===== config.mk =====
export PLATFORM = sky130hd
export DESIGN_NAME = cpu_core_top
export DESIGN_NICKNAME = d
export VERILOG_FILES = /design/src/design/cpu_pkg.sv /design/src/design/apb_port.sv /design/src/design/reg_file.sv /design/src/design/inst_decode.sv /design/src/design/alu_execute.sv /design/src/design/result_stage.sv /design/src/design/cpu_core_top.sv
export SDC_FILE = /design/constraint.sdc
export NUM_CORES = 1
export LEC_CHECK = 0
export BUFFER_PORTS_ARGS = -buffer_cell sky130_fd_sc_hd__buf_2
export CORE_MARGIN = 3
export CORE_UTILIZATION = 50
export CTS_BUF_LIST = sky130_fd_sc_hd__clkbuf_4 sky130_fd_sc_hd__clkbuf_8
export CTS_CLUSTER_DIAMETER = 50
export DETAILED_ROUTE_END_ITERATION = 7
export PLACE_DENSITY_LB_ADDON = 0.2
export SKIP_LAST_GASP = 1
export SYNTH_ARGS = -nofsm -noshare
export SYNTH_HDL_FRONTEND = slang
export SYNTH_SLANG_ARGS = --single-unit

===== constraint.sdc =====
create_clock -name clk -period 7.1 [get_ports clk]
set_input_delay 0.355 -clock clk [delete_from_list [all_inputs] [get_ports clk]]
set_output_delay 0.355 -clock clk [all_outputs]
set_load 0.01 [all_outputs]

===== src/design/cpu_pkg.sv =====
package cpu_pkg;

  // Datapath sizes
  localparam int data_w    = 16;
  localparam int reg_idx_w = 4;
  localparam int num_regs  = 16;

  // Opcodes kept from the base ISA
  localparam logic [3:0] op_add = 4'h0;
  localparam logic [3:0] op_sub = 4'h1;
  localparam logic [3:0] op_xor = 4'h2;
  localparam logic [3:0] op_sll = 4'h4;
  localparam logic [3:0] op_sra = 4'h5;
  localparam logic [3:0] op_ror = 4'h6;
  localparam logic [3:0] op_llb = 4'ha;
  localparam logic [3:0] op_lhb = 4'hb;

  // APB byte offsets
  // Status write issues, status read gives Z V N in bits 2..0
  localparam int status_off   = 0;
  // Register n sits at reg_base_off + 4*n
  localparam int reg_base_off = 64;

  // One instruction word, two layouts
  typedef union packed {
    struct packed {
      logic [3:0] opcode;
      logic [3:0] rd;
      logic [3:0] rs;
      // Second source, or shift amount for SLL/SRA/ROR
      logic [3:0] rt;
    } r_view;
    struct packed {
      logic [3:0] opcode;
      logic [3:0] rd;
      logic [7:0] imm8;
    } i_view;
  } inst_word_u;

  // Opcodes this core executes
  function automatic logic op_legal(input logic [3:0] op);
    logic legal;
    case (op)
      op_add, op_sub, op_xor, op_sll, op_sra, op_ror, op_llb, op_lhb: legal = 1'b1;
      default: legal = 1'b0;
    endcase
    return legal;
  endfunction

endpackage


===== src/design/apb_port.sv =====
`timescale 1ns/1ps

module apb_port import cpu_pkg::*; #(
  parameter int addr_w = 8
) (
  input  logic                 clk,
  input  logic                 rst_n,
  input  logic [addr_w-1:0]    paddr,
  input  logic                 psel,
  input  logic                 penable,
  input  logic                 pwrite,
  input  logic [data_w-1:0]    pwdata,
  input  logic                 busy,
  input  logic [2:0]           flags,
  input  logic [data_w-1:0]    reg_rdata,
  output logic [data_w-1:0]    prdata,
  output logic                 pready,
  output logic                 pslverr,
  output logic                 issue_valid,
  output inst_word_u           issue_inst,
  output logic [reg_idx_w-1:0] rd_sel
);

  logic [addr_w-1:0] reg_off;
  logic              is_status;
  logic              is_reg;
  logic              decide;
  logic              rd_go;
  inst_word_u        wr_inst;

  // Offset decode
  assign is_status = (paddr == addr_w'(status_off));
  assign reg_off   = paddr - addr_w'(reg_base_off);
  // Below-base addresses wrap high and miss this window
  assign is_reg    = (reg_off < addr_w'(4 * num_regs)) && (reg_off[1:0] == 2'b00);
  assign rd_sel    = reg_off[reg_idx_w+1:2];
  assign wr_inst   = pwdata;

  // Selected and no response given yet
  // Covers the setup cycle and any waiting access cycles
  assign decide = psel && !pready;
  // Read data sampled once the pipeline is empty
  assign rd_go  = decide && !pwrite && !busy;

  // Response FSM
  always_ff @(posedge clk) begin
    if (!rst_n) begin
      pready      <= 1'b0;
      pslverr     <= 1'b0;
      issue_valid <= 1'b0;
    end else begin
      issue_valid <= 1'b0;
      if (pready) begin
        // Access cycle with response, transfer ends here
        pready  <= 1'b0;
        pslverr <= 1'b0;
      end else if (decide) begin
        if (!is_status && !is_reg) begin
          // Unmapped, error with no effect
          pready  <= 1'b1;
          pslverr <= 1'b1;
        end else if (pwrite) begin
          // No wait state on writes
          pready <= 1'b1;
          // Register slots ignore writes
          if (is_status) begin
            if (op_legal(wr_inst.r_view.opcode)) begin
              issue_valid <= 1'b1;
            end else begin
              pslverr <= 1'b1;
            end
          end
        end else if (!busy) begin
          pready <= 1'b1;
        end
      end
    end
  end

  // Instruction and read data payload
  always_ff @(posedge clk) begin
    if (decide && pwrite && is_status) begin
      issue_inst <= wr_inst;
    end
    if (rd_go) begin
      prdata <= is_status ? {{(data_w-3){1'b0}}, flags} : (is_reg ? reg_rdata : '0);
    end
  end

endmodule


===== src/design/reg_file.sv =====
`timescale 1ns/1ps

module reg_file import cpu_pkg::*; (
  input  logic                 clk,
  input  logic                 rst_n,
  input  logic [reg_idx_w-1:0] rs_a,
  input  logic [reg_idx_w-1:0] rs_b,
  input  logic [reg_idx_w-1:0] rd_sel,
  input  logic                 wb_en,
  input  logic [reg_idx_w-1:0] wb_rd,
  input  logic [data_w-1:0]    wb_data,
  output logic [data_w-1:0]    rd_data_a,
  output logic [data_w-1:0]    rd_data_b,
  output logic [data_w-1:0]    reg_rdata
);

  logic [data_w-1:0] regs [num_regs];

  // Operand read, r0 zero, same-cycle write passed through
  function automatic logic [data_w-1:0] read_port(input logic [reg_idx_w-1:0] idx);
    logic [data_w-1:0] val;
    if (idx == '0) begin
      val = '0;
    end else if (wb_en && (wb_rd == idx)) begin
      val = wb_data;
    end else begin
      val = regs[idx];
    end
    return val;
  endfunction

  // Write port, r0 never written
  always_ff @(posedge clk) begin
    if (!rst_n) begin
      for (int i = 0; i < num_regs; i++) begin
        regs[i] <= '0;
      end
    end else if (wb_en && (wb_rd != '0)) begin
      regs[wb_rd] <= wb_data;
    end
  end

  // Decode-stage operands
  always_comb begin
    rd_data_a = read_port(rs_a);
    rd_data_b = read_port(rs_b);
  end

  // APB read port, only sampled with the pipeline drained
  assign reg_rdata = regs[rd_sel];

endmodule


===== src/design/inst_decode.sv =====
`timescale 1ns/1ps

module inst_decode import cpu_pkg::*; (
  input  logic                 clk,
  input  logic                 rst_n,
  input  logic                 issue_valid,
  input  inst_word_u           issue_inst,
  input  logic [data_w-1:0]    rd_data_a,
  input  logic [data_w-1:0]    rd_data_b,
  output logic [reg_idx_w-1:0] rs_a,
  output logic [reg_idx_w-1:0] rs_b,
  output logic                 ex_valid,
  output logic [3:0]           ex_op,
  output logic [reg_idx_w-1:0] ex_rd,
  output logic [data_w-1:0]    ex_a,
  output logic [data_w-1:0]    ex_b,
  output logic [data_w-1:0]    ex_imm
);

  inst_word_u dec_inst;
  logic [3:0] opcode;
  logic       is_byte;
  logic       is_shift;

  // Decode stage valid
  always_ff @(posedge clk) begin
    if (!rst_n) begin
      ex_valid <= 1'b0;
    end else begin
      ex_valid <= issue_valid;
    end
  end

  // Issued word
  always_ff @(posedge clk) begin
    dec_inst <= issue_inst;
  end

  // Opcode sits in the same bits in both layouts
  assign opcode   = dec_inst.r_view.opcode;
  assign is_byte  = (opcode == op_llb) || (opcode == op_lhb);
  assign is_shift = (opcode == op_sll) || (opcode == op_sra) || (opcode == op_ror);

  // First source is rs, unused by byte loads
  assign rs_a = dec_inst.r_view.rs;
  // Byte loads fetch old rd as second source
  assign rs_b = is_byte ? dec_inst.i_view.rd : dec_inst.r_view.rt;

  assign ex_op = opcode;
  // Destination shares its bits in both layouts
  assign ex_rd = dec_inst.r_view.rd;

  // Operands go straight into the execute stage register
  // Bypass from write-back already applied by the register file
  assign ex_a = rd_data_a;
  assign ex_b = rd_data_b;

  // Immediate build
  always_comb begin
    ex_imm = '0;
    if (is_shift) begin
      // Shift amount in the rt slot
      ex_imm = {{(data_w-4){1'b0}}, dec_inst.r_view.rt};
    end else if (opcode == op_llb) begin
      ex_imm = {8'h00, dec_inst.i_view.imm8};
    end else if (opcode == op_lhb) begin
      ex_imm = {dec_inst.i_view.imm8, 8'h00};
    end
  end

endmodule


===== src/design/alu_execute.sv =====
`timescale 1ns/1ps

module alu_execute import cpu_pkg::*; (
  input  logic                 clk,
  input  logic                 rst_n,
  input  logic                 ex_valid,
  input  logic [3:0]           ex_op,
  input  logic [reg_idx_w-1:0] ex_rd,
  input  logic [data_w-1:0]    ex_a,
  input  logic [data_w-1:0]    ex_b,
  input  logic [data_w-1:0]    ex_imm,
  output logic                 res_valid,
  output logic                 res_wen,
  output logic [reg_idx_w-1:0] res_rd,
  output logic [data_w-1:0]    res_data,
  output logic [2:0]           res_flags,
  output logic [2:0]           res_flag_mask
);

  logic                 x_valid;
  logic [3:0]           x_op;
  logic [reg_idx_w-1:0] x_rd;
  logic [data_w-1:0]    x_a;
  logic [data_w-1:0]    x_b;
  logic [data_w-1:0]    x_imm;
  logic [3:0]           shamt;
  logic [data_w-1:0]    sum;
  logic [data_w-1:0]    diff;
  logic [data_w-1:0]    sat_val;
  logic [2*data_w-1:0]  rot;
  logic                 sum_ovf;
  logic                 diff_ovf;
  logic                 sat;

  // Execute stage register
  always_ff @(posedge clk) begin
    if (!rst_n) begin
      x_valid <= 1'b0;
    end else begin
      x_valid <= ex_valid;
    end
  end

  always_ff @(posedge clk) begin
    x_op  <= ex_op;
    x_rd  <= ex_rd;
    x_a   <= ex_a;
    x_b   <= ex_b;
    x_imm <= ex_imm;
  end

  assign shamt = x_imm[3:0];
  assign sum   = x_a + x_b;
  assign diff  = x_a - x_b;

  // Signed overflow checks
  assign sum_ovf  = (x_a[data_w-1] == x_b[data_w-1]) && (sum[data_w-1] != x_a[data_w-1]);
  assign diff_ovf = (x_a[data_w-1] != x_b[data_w-1]) && (diff[data_w-1] != x_a[data_w-1]);
  // Overflow always runs toward the sign of a
  assign sat_val  = {x_a[data_w-1], {(data_w-1){~x_a[data_w-1]}}};

  // Rotate via doubled word
  assign rot = {x_a, x_a} >> shamt;

  always_comb begin
    sat           = 1'b0;
    res_data      = '0;
    res_flag_mask = 3'b000;
    case (x_op)
      op_add: begin
        sat           = sum_ovf;
        res_data      = sum_ovf ? sat_val : sum;
        res_flag_mask = 3'b111;
      end
      op_sub: begin
        sat           = diff_ovf;
        res_data      = diff_ovf ? sat_val : diff;
        res_flag_mask = 3'b111;
      end
      op_xor: begin
        res_data      = x_a ^ x_b;
        res_flag_mask = 3'b100;
      end
      op_sll: begin
        res_data      = x_a << shamt;
        res_flag_mask = 3'b100;
      end
      op_sra: begin
        res_data      = $signed(x_a) >>> shamt;
        res_flag_mask = 3'b100;
      end
      op_ror: begin
        res_data      = rot[data_w-1:0];
        res_flag_mask = 3'b100;
      end
      // Byte loads merge into old rd, flags untouched
      op_llb: res_data = (x_b & 16'hff00) | x_imm;
      op_lhb: res_data = (x_b & 16'h00ff) | x_imm;
      default: res_data = '0;
    endcase
  end

  // Z V N, masked later in the result stage
  assign res_flags = {(res_data == '0), sat, res_data[data_w-1]};

  assign res_valid = x_valid;
  // No write-back for r0
  assign res_wen   = x_valid && (x_rd != '0);
  assign res_rd    = x_rd;

endmodule


===== src/design/result_stage.sv =====
`timescale 1ns/1ps

module result_stage import cpu_pkg::*; (
  input  logic                 clk,
  input  logic                 rst_n,
  input  logic                 res_valid,
  input  logic                 res_wen,
  input  logic [reg_idx_w-1:0] res_rd,
  input  logic [data_w-1:0]    res_data,
  input  logic [2:0]           res_flags,
  input  logic [2:0]           res_flag_mask,
  output logic                 wb_en,
  output logic [reg_idx_w-1:0] wb_rd,
  output logic [data_w-1:0]    wb_data,
  output logic [2:0]           flags,
  output logic                 busy_res
);

  logic                 r_valid;
  logic                 r_wen;
  logic [reg_idx_w-1:0] r_rd;
  logic [data_w-1:0]    r_data;
  logic [2:0]           r_flags;
  logic [2:0]           r_mask;

  // Result stage valid and flag register
  always_ff @(posedge clk) begin
    if (!rst_n) begin
      r_valid <= 1'b0;
      r_wen   <= 1'b0;
      flags   <= 3'b000;
    end else begin
      r_valid <= res_valid;
      r_wen   <= res_wen;
      // Flags land with the register write
      if (r_valid) begin
        for (int i = 0; i < 3; i++) begin
          if (r_mask[i]) begin
            flags[i] <= r_flags[i];
          end
        end
      end
    end
  end

  always_ff @(posedge clk) begin
    r_rd    <= res_rd;
    r_data  <= res_data;
    r_flags <= res_flags;
    r_mask  <= res_flag_mask;
  end

  // Write-back
  assign wb_en    = r_valid && r_wen;
  assign wb_rd    = r_rd;
  assign wb_data  = r_data;
  assign busy_res = r_valid;

endmodule


===== src/design/cpu_core_top.sv =====
`timescale 1ns/1ps

module cpu_core_top import cpu_pkg::*; #(
  parameter int addr_w = 8
) (
  input  logic              clk,
  input  logic              rst_n,
  input  logic [addr_w-1:0] paddr,
  input  logic              psel,
  input  logic              penable,
  input  logic              pwrite,
  input  logic [data_w-1:0] pwdata,
  output logic [data_w-1:0] prdata,
  output logic              pready,
  output logic              pslverr
);

  // APB to decode
  logic                 issue_valid;
  inst_word_u           issue_inst;
  logic [reg_idx_w-1:0] rd_sel;
  logic [data_w-1:0]    reg_rdata;
  // Register file operand ports
  logic [reg_idx_w-1:0] rs_a;
  logic [reg_idx_w-1:0] rs_b;
  logic [data_w-1:0]    rd_data_a;
  logic [data_w-1:0]    rd_data_b;
  // Decode to execute
  logic                 ex_valid;
  logic [3:0]           ex_op;
  logic [reg_idx_w-1:0] ex_rd;
  logic [data_w-1:0]    ex_a;
  logic [data_w-1:0]    ex_b;
  logic [data_w-1:0]    ex_imm;
  // Execute to result
  logic                 res_valid;
  logic                 res_wen;
  logic [reg_idx_w-1:0] res_rd;
  logic [data_w-1:0]    res_data;
  logic [2:0]           res_flags;
  logic [2:0]           res_flag_mask;
  // Write-back and status
  logic                 wb_en;
  logic [reg_idx_w-1:0] wb_rd;
  logic [data_w-1:0]    wb_data;
  logic [2:0]           flags;
  logic                 busy_res;
  logic                 busy;

  // Any stage holding an instruction
  assign busy = ex_valid | res_valid | busy_res;

  apb_port #(.addr_w(addr_w)) u_apb (
    .clk(clk), .rst_n(rst_n), .paddr(paddr), .psel(psel), .penable(penable),
    .pwrite(pwrite), .pwdata(pwdata), .busy(busy), .flags(flags),
    .reg_rdata(reg_rdata), .prdata(prdata), .pready(pready), .pslverr(pslverr),
    .issue_valid(issue_valid), .issue_inst(issue_inst), .rd_sel(rd_sel)
  );

  reg_file u_regs (
    .clk(clk), .rst_n(rst_n), .rs_a(rs_a), .rs_b(rs_b), .rd_sel(rd_sel),
    .wb_en(wb_en), .wb_rd(wb_rd), .wb_data(wb_data),
    .rd_data_a(rd_data_a), .rd_data_b(rd_data_b), .reg_rdata(reg_rdata)
  );

  inst_decode u_decode (
    .clk(clk), .rst_n(rst_n), .issue_valid(issue_valid), .issue_inst(issue_inst),
    .rd_data_a(rd_data_a), .rd_data_b(rd_data_b), .rs_a(rs_a), .rs_b(rs_b),
    .ex_valid(ex_valid), .ex_op(ex_op), .ex_rd(ex_rd), .ex_a(ex_a), .ex_b(ex_b),
    .ex_imm(ex_imm)
  );

  alu_execute u_execute (
    .clk(clk), .rst_n(rst_n), .ex_valid(ex_valid), .ex_op(ex_op), .ex_rd(ex_rd),
    .ex_a(ex_a), .ex_b(ex_b), .ex_imm(ex_imm), .res_valid(res_valid),
    .res_wen(res_wen), .res_rd(res_rd), .res_data(res_data), .res_flags(res_flags),
    .res_flag_mask(res_flag_mask)
  );

  result_stage u_result (
    .clk(clk), .rst_n(rst_n), .res_valid(res_valid), .res_wen(res_wen),
    .res_rd(res_rd), .res_data(res_data), .res_flags(res_flags),
    .res_flag_mask(res_flag_mask), .wb_en(wb_en), .wb_rd(wb_rd), .wb_data(wb_data),
    .flags(flags), .busy_res(busy_res)
  );

endmodule


==> results.sh <==
export IMPL_layoutNonFillerInstCount=2836
export IMPL_synthAdderAreaFrac=0.0182
export IMPL_seq_power_share=0.508
export IMPL_synthDominantAreaCellType="sky130_fd_sc_hd__edfxtp_1"
export IMPL_core_area_um2=47000
export IMPL_synth_area_mux_share=0.197
export IMPL_layout_cells_most_common_list="301 x sky130_fd_sc_hd__nand2_1, 288 x sky130_fd_sc_hd__edfxtp_1, 274 x sky130_fd_sc_hd__and2_1"
export IMPL_yosys_warnings=0
export IMPL_synthSimpleGateAreaFrac=0.193
export IMPL_placedCellCount=2692
export IMPL_worst_ir_drop_vdd_mv=0.164
export IMPL_avgViaCountPerCell=6.66
export IMPL_gpl_final_weighted_congestion=0.955
export IMPL_count_of_distinct_cell_types_in_the_synthesized_netlist=90
export IMPL_yosys_area_top_type_share=0.361
export IMPL_final_period_utilization=0.885
export IMPL_vias_in_the_first_global_route=18700
export IMPL_die_y_um=225
export IMPL_slew_of_the_pin_with_the_lowest_slew_margin_ps=1290
export IMPL_setup_viol=0
export IMPL_power_switching_mw=1.25
export IMPL_grt_max_degree=130
export IMPL_timing_critical_path_from_type="flip-flop"
export IMPL_report_final_slew_viol_count=0
export IMPL_synth_edff_count=288
export IMPL_largest_family_of_logic_cells_by_synthesized_area="multiplexers"
export IMPL_switching_share=0.246
export IMPL_detail_route_antenna_nets=0
export IMPL_diodes=0
export IMPL_fmax_mhz=159
export IMPL_ios=47
export IMPL_final_hold_viol_count=0
export IMPL_cts_h_tree_depth=3
export IMPL_grt_pass1_wl_um=121000
export IMPL_crit_slowest_cell="sky130_fd_sc_hd__ha_1"
export IMPL_synth_seq_cells=394
export IMPL_crit_top_cell="sky130_fd_sc_hd__a21oi_1"
export IMPL_rsz0062_at_grt="false"
export IMPL_clock_path_buffers=3
export IMPL_drt_first_pass_iters=5
export IMPL_share_comb_of_total_power=0.077
export IMPL_final_fill_count=3966
export IMPL_fp_dieArea_um2=50600
export IMPL_timing_critical_path_arrival_ps=6850
export IMPL_intPower_mw=3.85
export IMPL_synth_area_per_cell_um2=11.1
export IMPL_async_sr_flop_fraction=0
export IMPL_clk_pin_slew_worst_setup_hold_paths_ps=60
export IMPL_via_count_of_the_routed_design=18900
export IMPL_worst_clock_skew_ps=29.5
export IMPL_std_cell_rows=79
export IMPL_post_drt_wl_per_cell_um=29.1
export IMPL_global_route_usage_total=0.326
export IMPL_synth_xor_xnor_area_share=0.00804
export IMPL_cts_root_buffer_cell="sky130_fd_sc_hd__clkbuf_8"
export IMPL_cts_buffers=69
export IMPL_crit_required_ps=7660
export IMPL_dpl_cell_area_um2=24800
export IMPL_cts_tree="built"
export IMPL_initial_core_utilization=0.511
export IMPL_post_synth_main_area_contributors="sky130_fd_sc_hd__edfxtp_1 36%, sky130_fd_sc_hd__mux4_2 17%, sky130_fd_sc_hd__dfxtp_1 8.8%"
export IMPL_synth_ff_type="sky130_fd_sc_hd__edfxtp_1"
export IMPL_clk_insertion_delay_late_ps=650
export IMPL_cts_resized=0
export IMPL_relSlewSlack=0.130
export IMPL_global_route_overflow_total=0
export IMPL_status="finished, final reports clean"
export IMPL_synth_compound_gate_area_share=0.0966
export IMPL_final_cell_area_excluding_filler_cells_um2=26400
export IMPL_power_share_clock=0.415
export IMPL_synthToLayoutAreaGrowth_pct=10.0
export IMPL_final_net_count=2236
export IMPL_cpPeakStageDelay_ps=620
export IMPL_numPortBuffers=45
export IMPL_critical_path_peak_fanout=15
export IMPL_post_synth_inst_count=2160
export IMPL_timing_hold_worst_class="input port to flip-flop"
export IMPL_post_layout_total_power_mw=5.10
export IMPL_critical_path_cell_chain="ha_1 -> a21o_1 -> a21oi_1 -> and4_1 -> o41ai_1 -> a31o_2 -> a21oi_1 -> nor2_1 -> nor2_1 -> fa_1 -> and3b_1 -> a21oi_1 -> o21a_1 -> o22ai_1 -> a2111oi_0 -> o211ai_1 -> or4_1 -> or4_1 -> nor3_2"
export IMPL_preCtsSetupSlack_ps=908
export IMPL_setup_total_negative_slack_ps=0
export IMPL_maxCapViolations=0
export IMPL_dpl_hpwl_um=53000
export IMPL_grt_antenna_before_repair=2
export IMPL_cts_sink_count=394
export IMPL_synth_area_um2=24000
export IMPL_drc_errors=0
export IMPL_dieWidth_um=225
export IMPL_finalCriticalPeriod_ps=6280
export IMPL_layout_commonest_cell="sky130_fd_sc_hd__nand2_1"
export IMPL_crit_type="flip-flop to flip-flop"
export IMPL_setup_worst_path_end_class="flip-flop"
export IMPL_power_density_nw_per_um2=193
export IMPL_drt_wl_total_um=82500
export IMPL_synth_yosys_seq_area_share=0.449
export IMPL_power_leakage_nw=9.83
export IMPL_worst_slack_ps=815
export IMPL_initialDrtViolationCount=2407
export IMPL_post_route_cells_drive_above_1_share=0.207
## state kept, by name, summed over array words and instances (netlist names), 15 cells and up
signal,flops
u_decode.dec_inst,16
u_apb.issue_inst,16
u_apb.prdata,16
u_execute.x_imm,16
u_result.wb_data,15
u_execute.x_b,16
u_regs.regs,256
u_execute.x_a,16
## critical path, delay by kind of cell (launching register included)
kind,cells,cell delay (ps)
DFF,1,440
AOI/OAI and AO/OA,10,2680
and+or+nand+nor,7,2000
adders and majority gates,2,1090
## stage by stage
step	hold WS (ps)	utilization
detailed placement	327	0.529
global route	147	0.562
finish	130	0.562
global placement	326	0.529
floorplan	323	-
CTS	78.6	0.562
## path summary, 6_finish.rpt
path              slack, ps               endpoint  cells past startpoint            startpoint
setup reg to reg        820    u_result.r_flags[2]                     19      u_execute.x_a[7]
hold / removal          130      u_apb.issue_valid                      4              paddr[6]
setup / recovery        820    u_result.r_flags[2]                     19      u_execute.x_a[7]
hold reg to reg         330  u_decode.dec_inst[10]                      0  u_apb.issue_inst[10]
## kinds of logic after synthesis
| family | after synthesis |
|---|---|
| AOI/OAI and AO/OA | 325 |
| xor gates and xnor gates | 22 |
| buffers and inverters | 221 |
| adders and majority gates | 33 |
| and+or+nand+nor | 919 |
| muxes | 245 |
| DFF | 394 |
| other | 1 |
## synthesized netlist by cell type (all sizes together), types with 5 or more instances
master / count
mux4: 178
buf: 49
o21ai: 40
nor2b: 19
and3: 35
mux2i: 53
a311oi: 49
nor2: 118
nand3b: 6
inv: 40
dfxtp: 106
o31ai: 6
a21oi: 78
nor3: 23
a21o: 12
nor4: 10
nand2b: 22
ha: 30
nand2: 301
xnor2: 13
and2: 274
o22ai: 10
xor2: 9
edfxtp: 288
a211oi: 29
o21a: 5
a31oi: 22
mux2: 14
o221ai: 11
a2111oi: 5
clkbuf: 131
or4: 6
o211ai: 12
nand3: 79
## cell type report
type / instances / area [um^2] / share of cell area
Tap cell: 607 / 759 / 0.0288
Multi-Input combinational cell: 1560 / 12500 / 0.475
Inverter: 41 / 156 / 0.00593
Clock inverter: 28 / 168 / 0.00635
Timing Repair Buffer: 108 / 771 / 0.0292
Sequential cell: 394 / 10800 / 0.409
Clock buffer: 98 / 1220 / 0.0461
## power groups by stage
stage	clock network (mW)	logic [mW]	registers, mW
final	2.12	0.390	2.59
after global routing	2.24	0.408	2.60
after CTS	2.14	0.383	2.59
after detailed placement	0	0.374	2.64
after global placement	0	0.371	2.63
after floorplan	0	0.251	2.62
## repair_timing
item / in CTS / in global routing
hold endpoints to repair: 19 / 0
hold buffers: 18 / 0
setup buffers: 0 / 0
## routing by layer
| layer | vias up | GRT usage | share of wire |
|---|---|---|---|
| met5 | - | 0 | 0 |
| met4 | 0 | 0.184 | 0.059 |
| met3 | 263 | 0.0590 | 0.099 |
| met2 | 1204 | 0.539 | 0.48 |
| met1 | 9330 | 0.407 | 0.36 |
| li1 | 8090 | - | - |
Power figures use the tool's default switching activity.
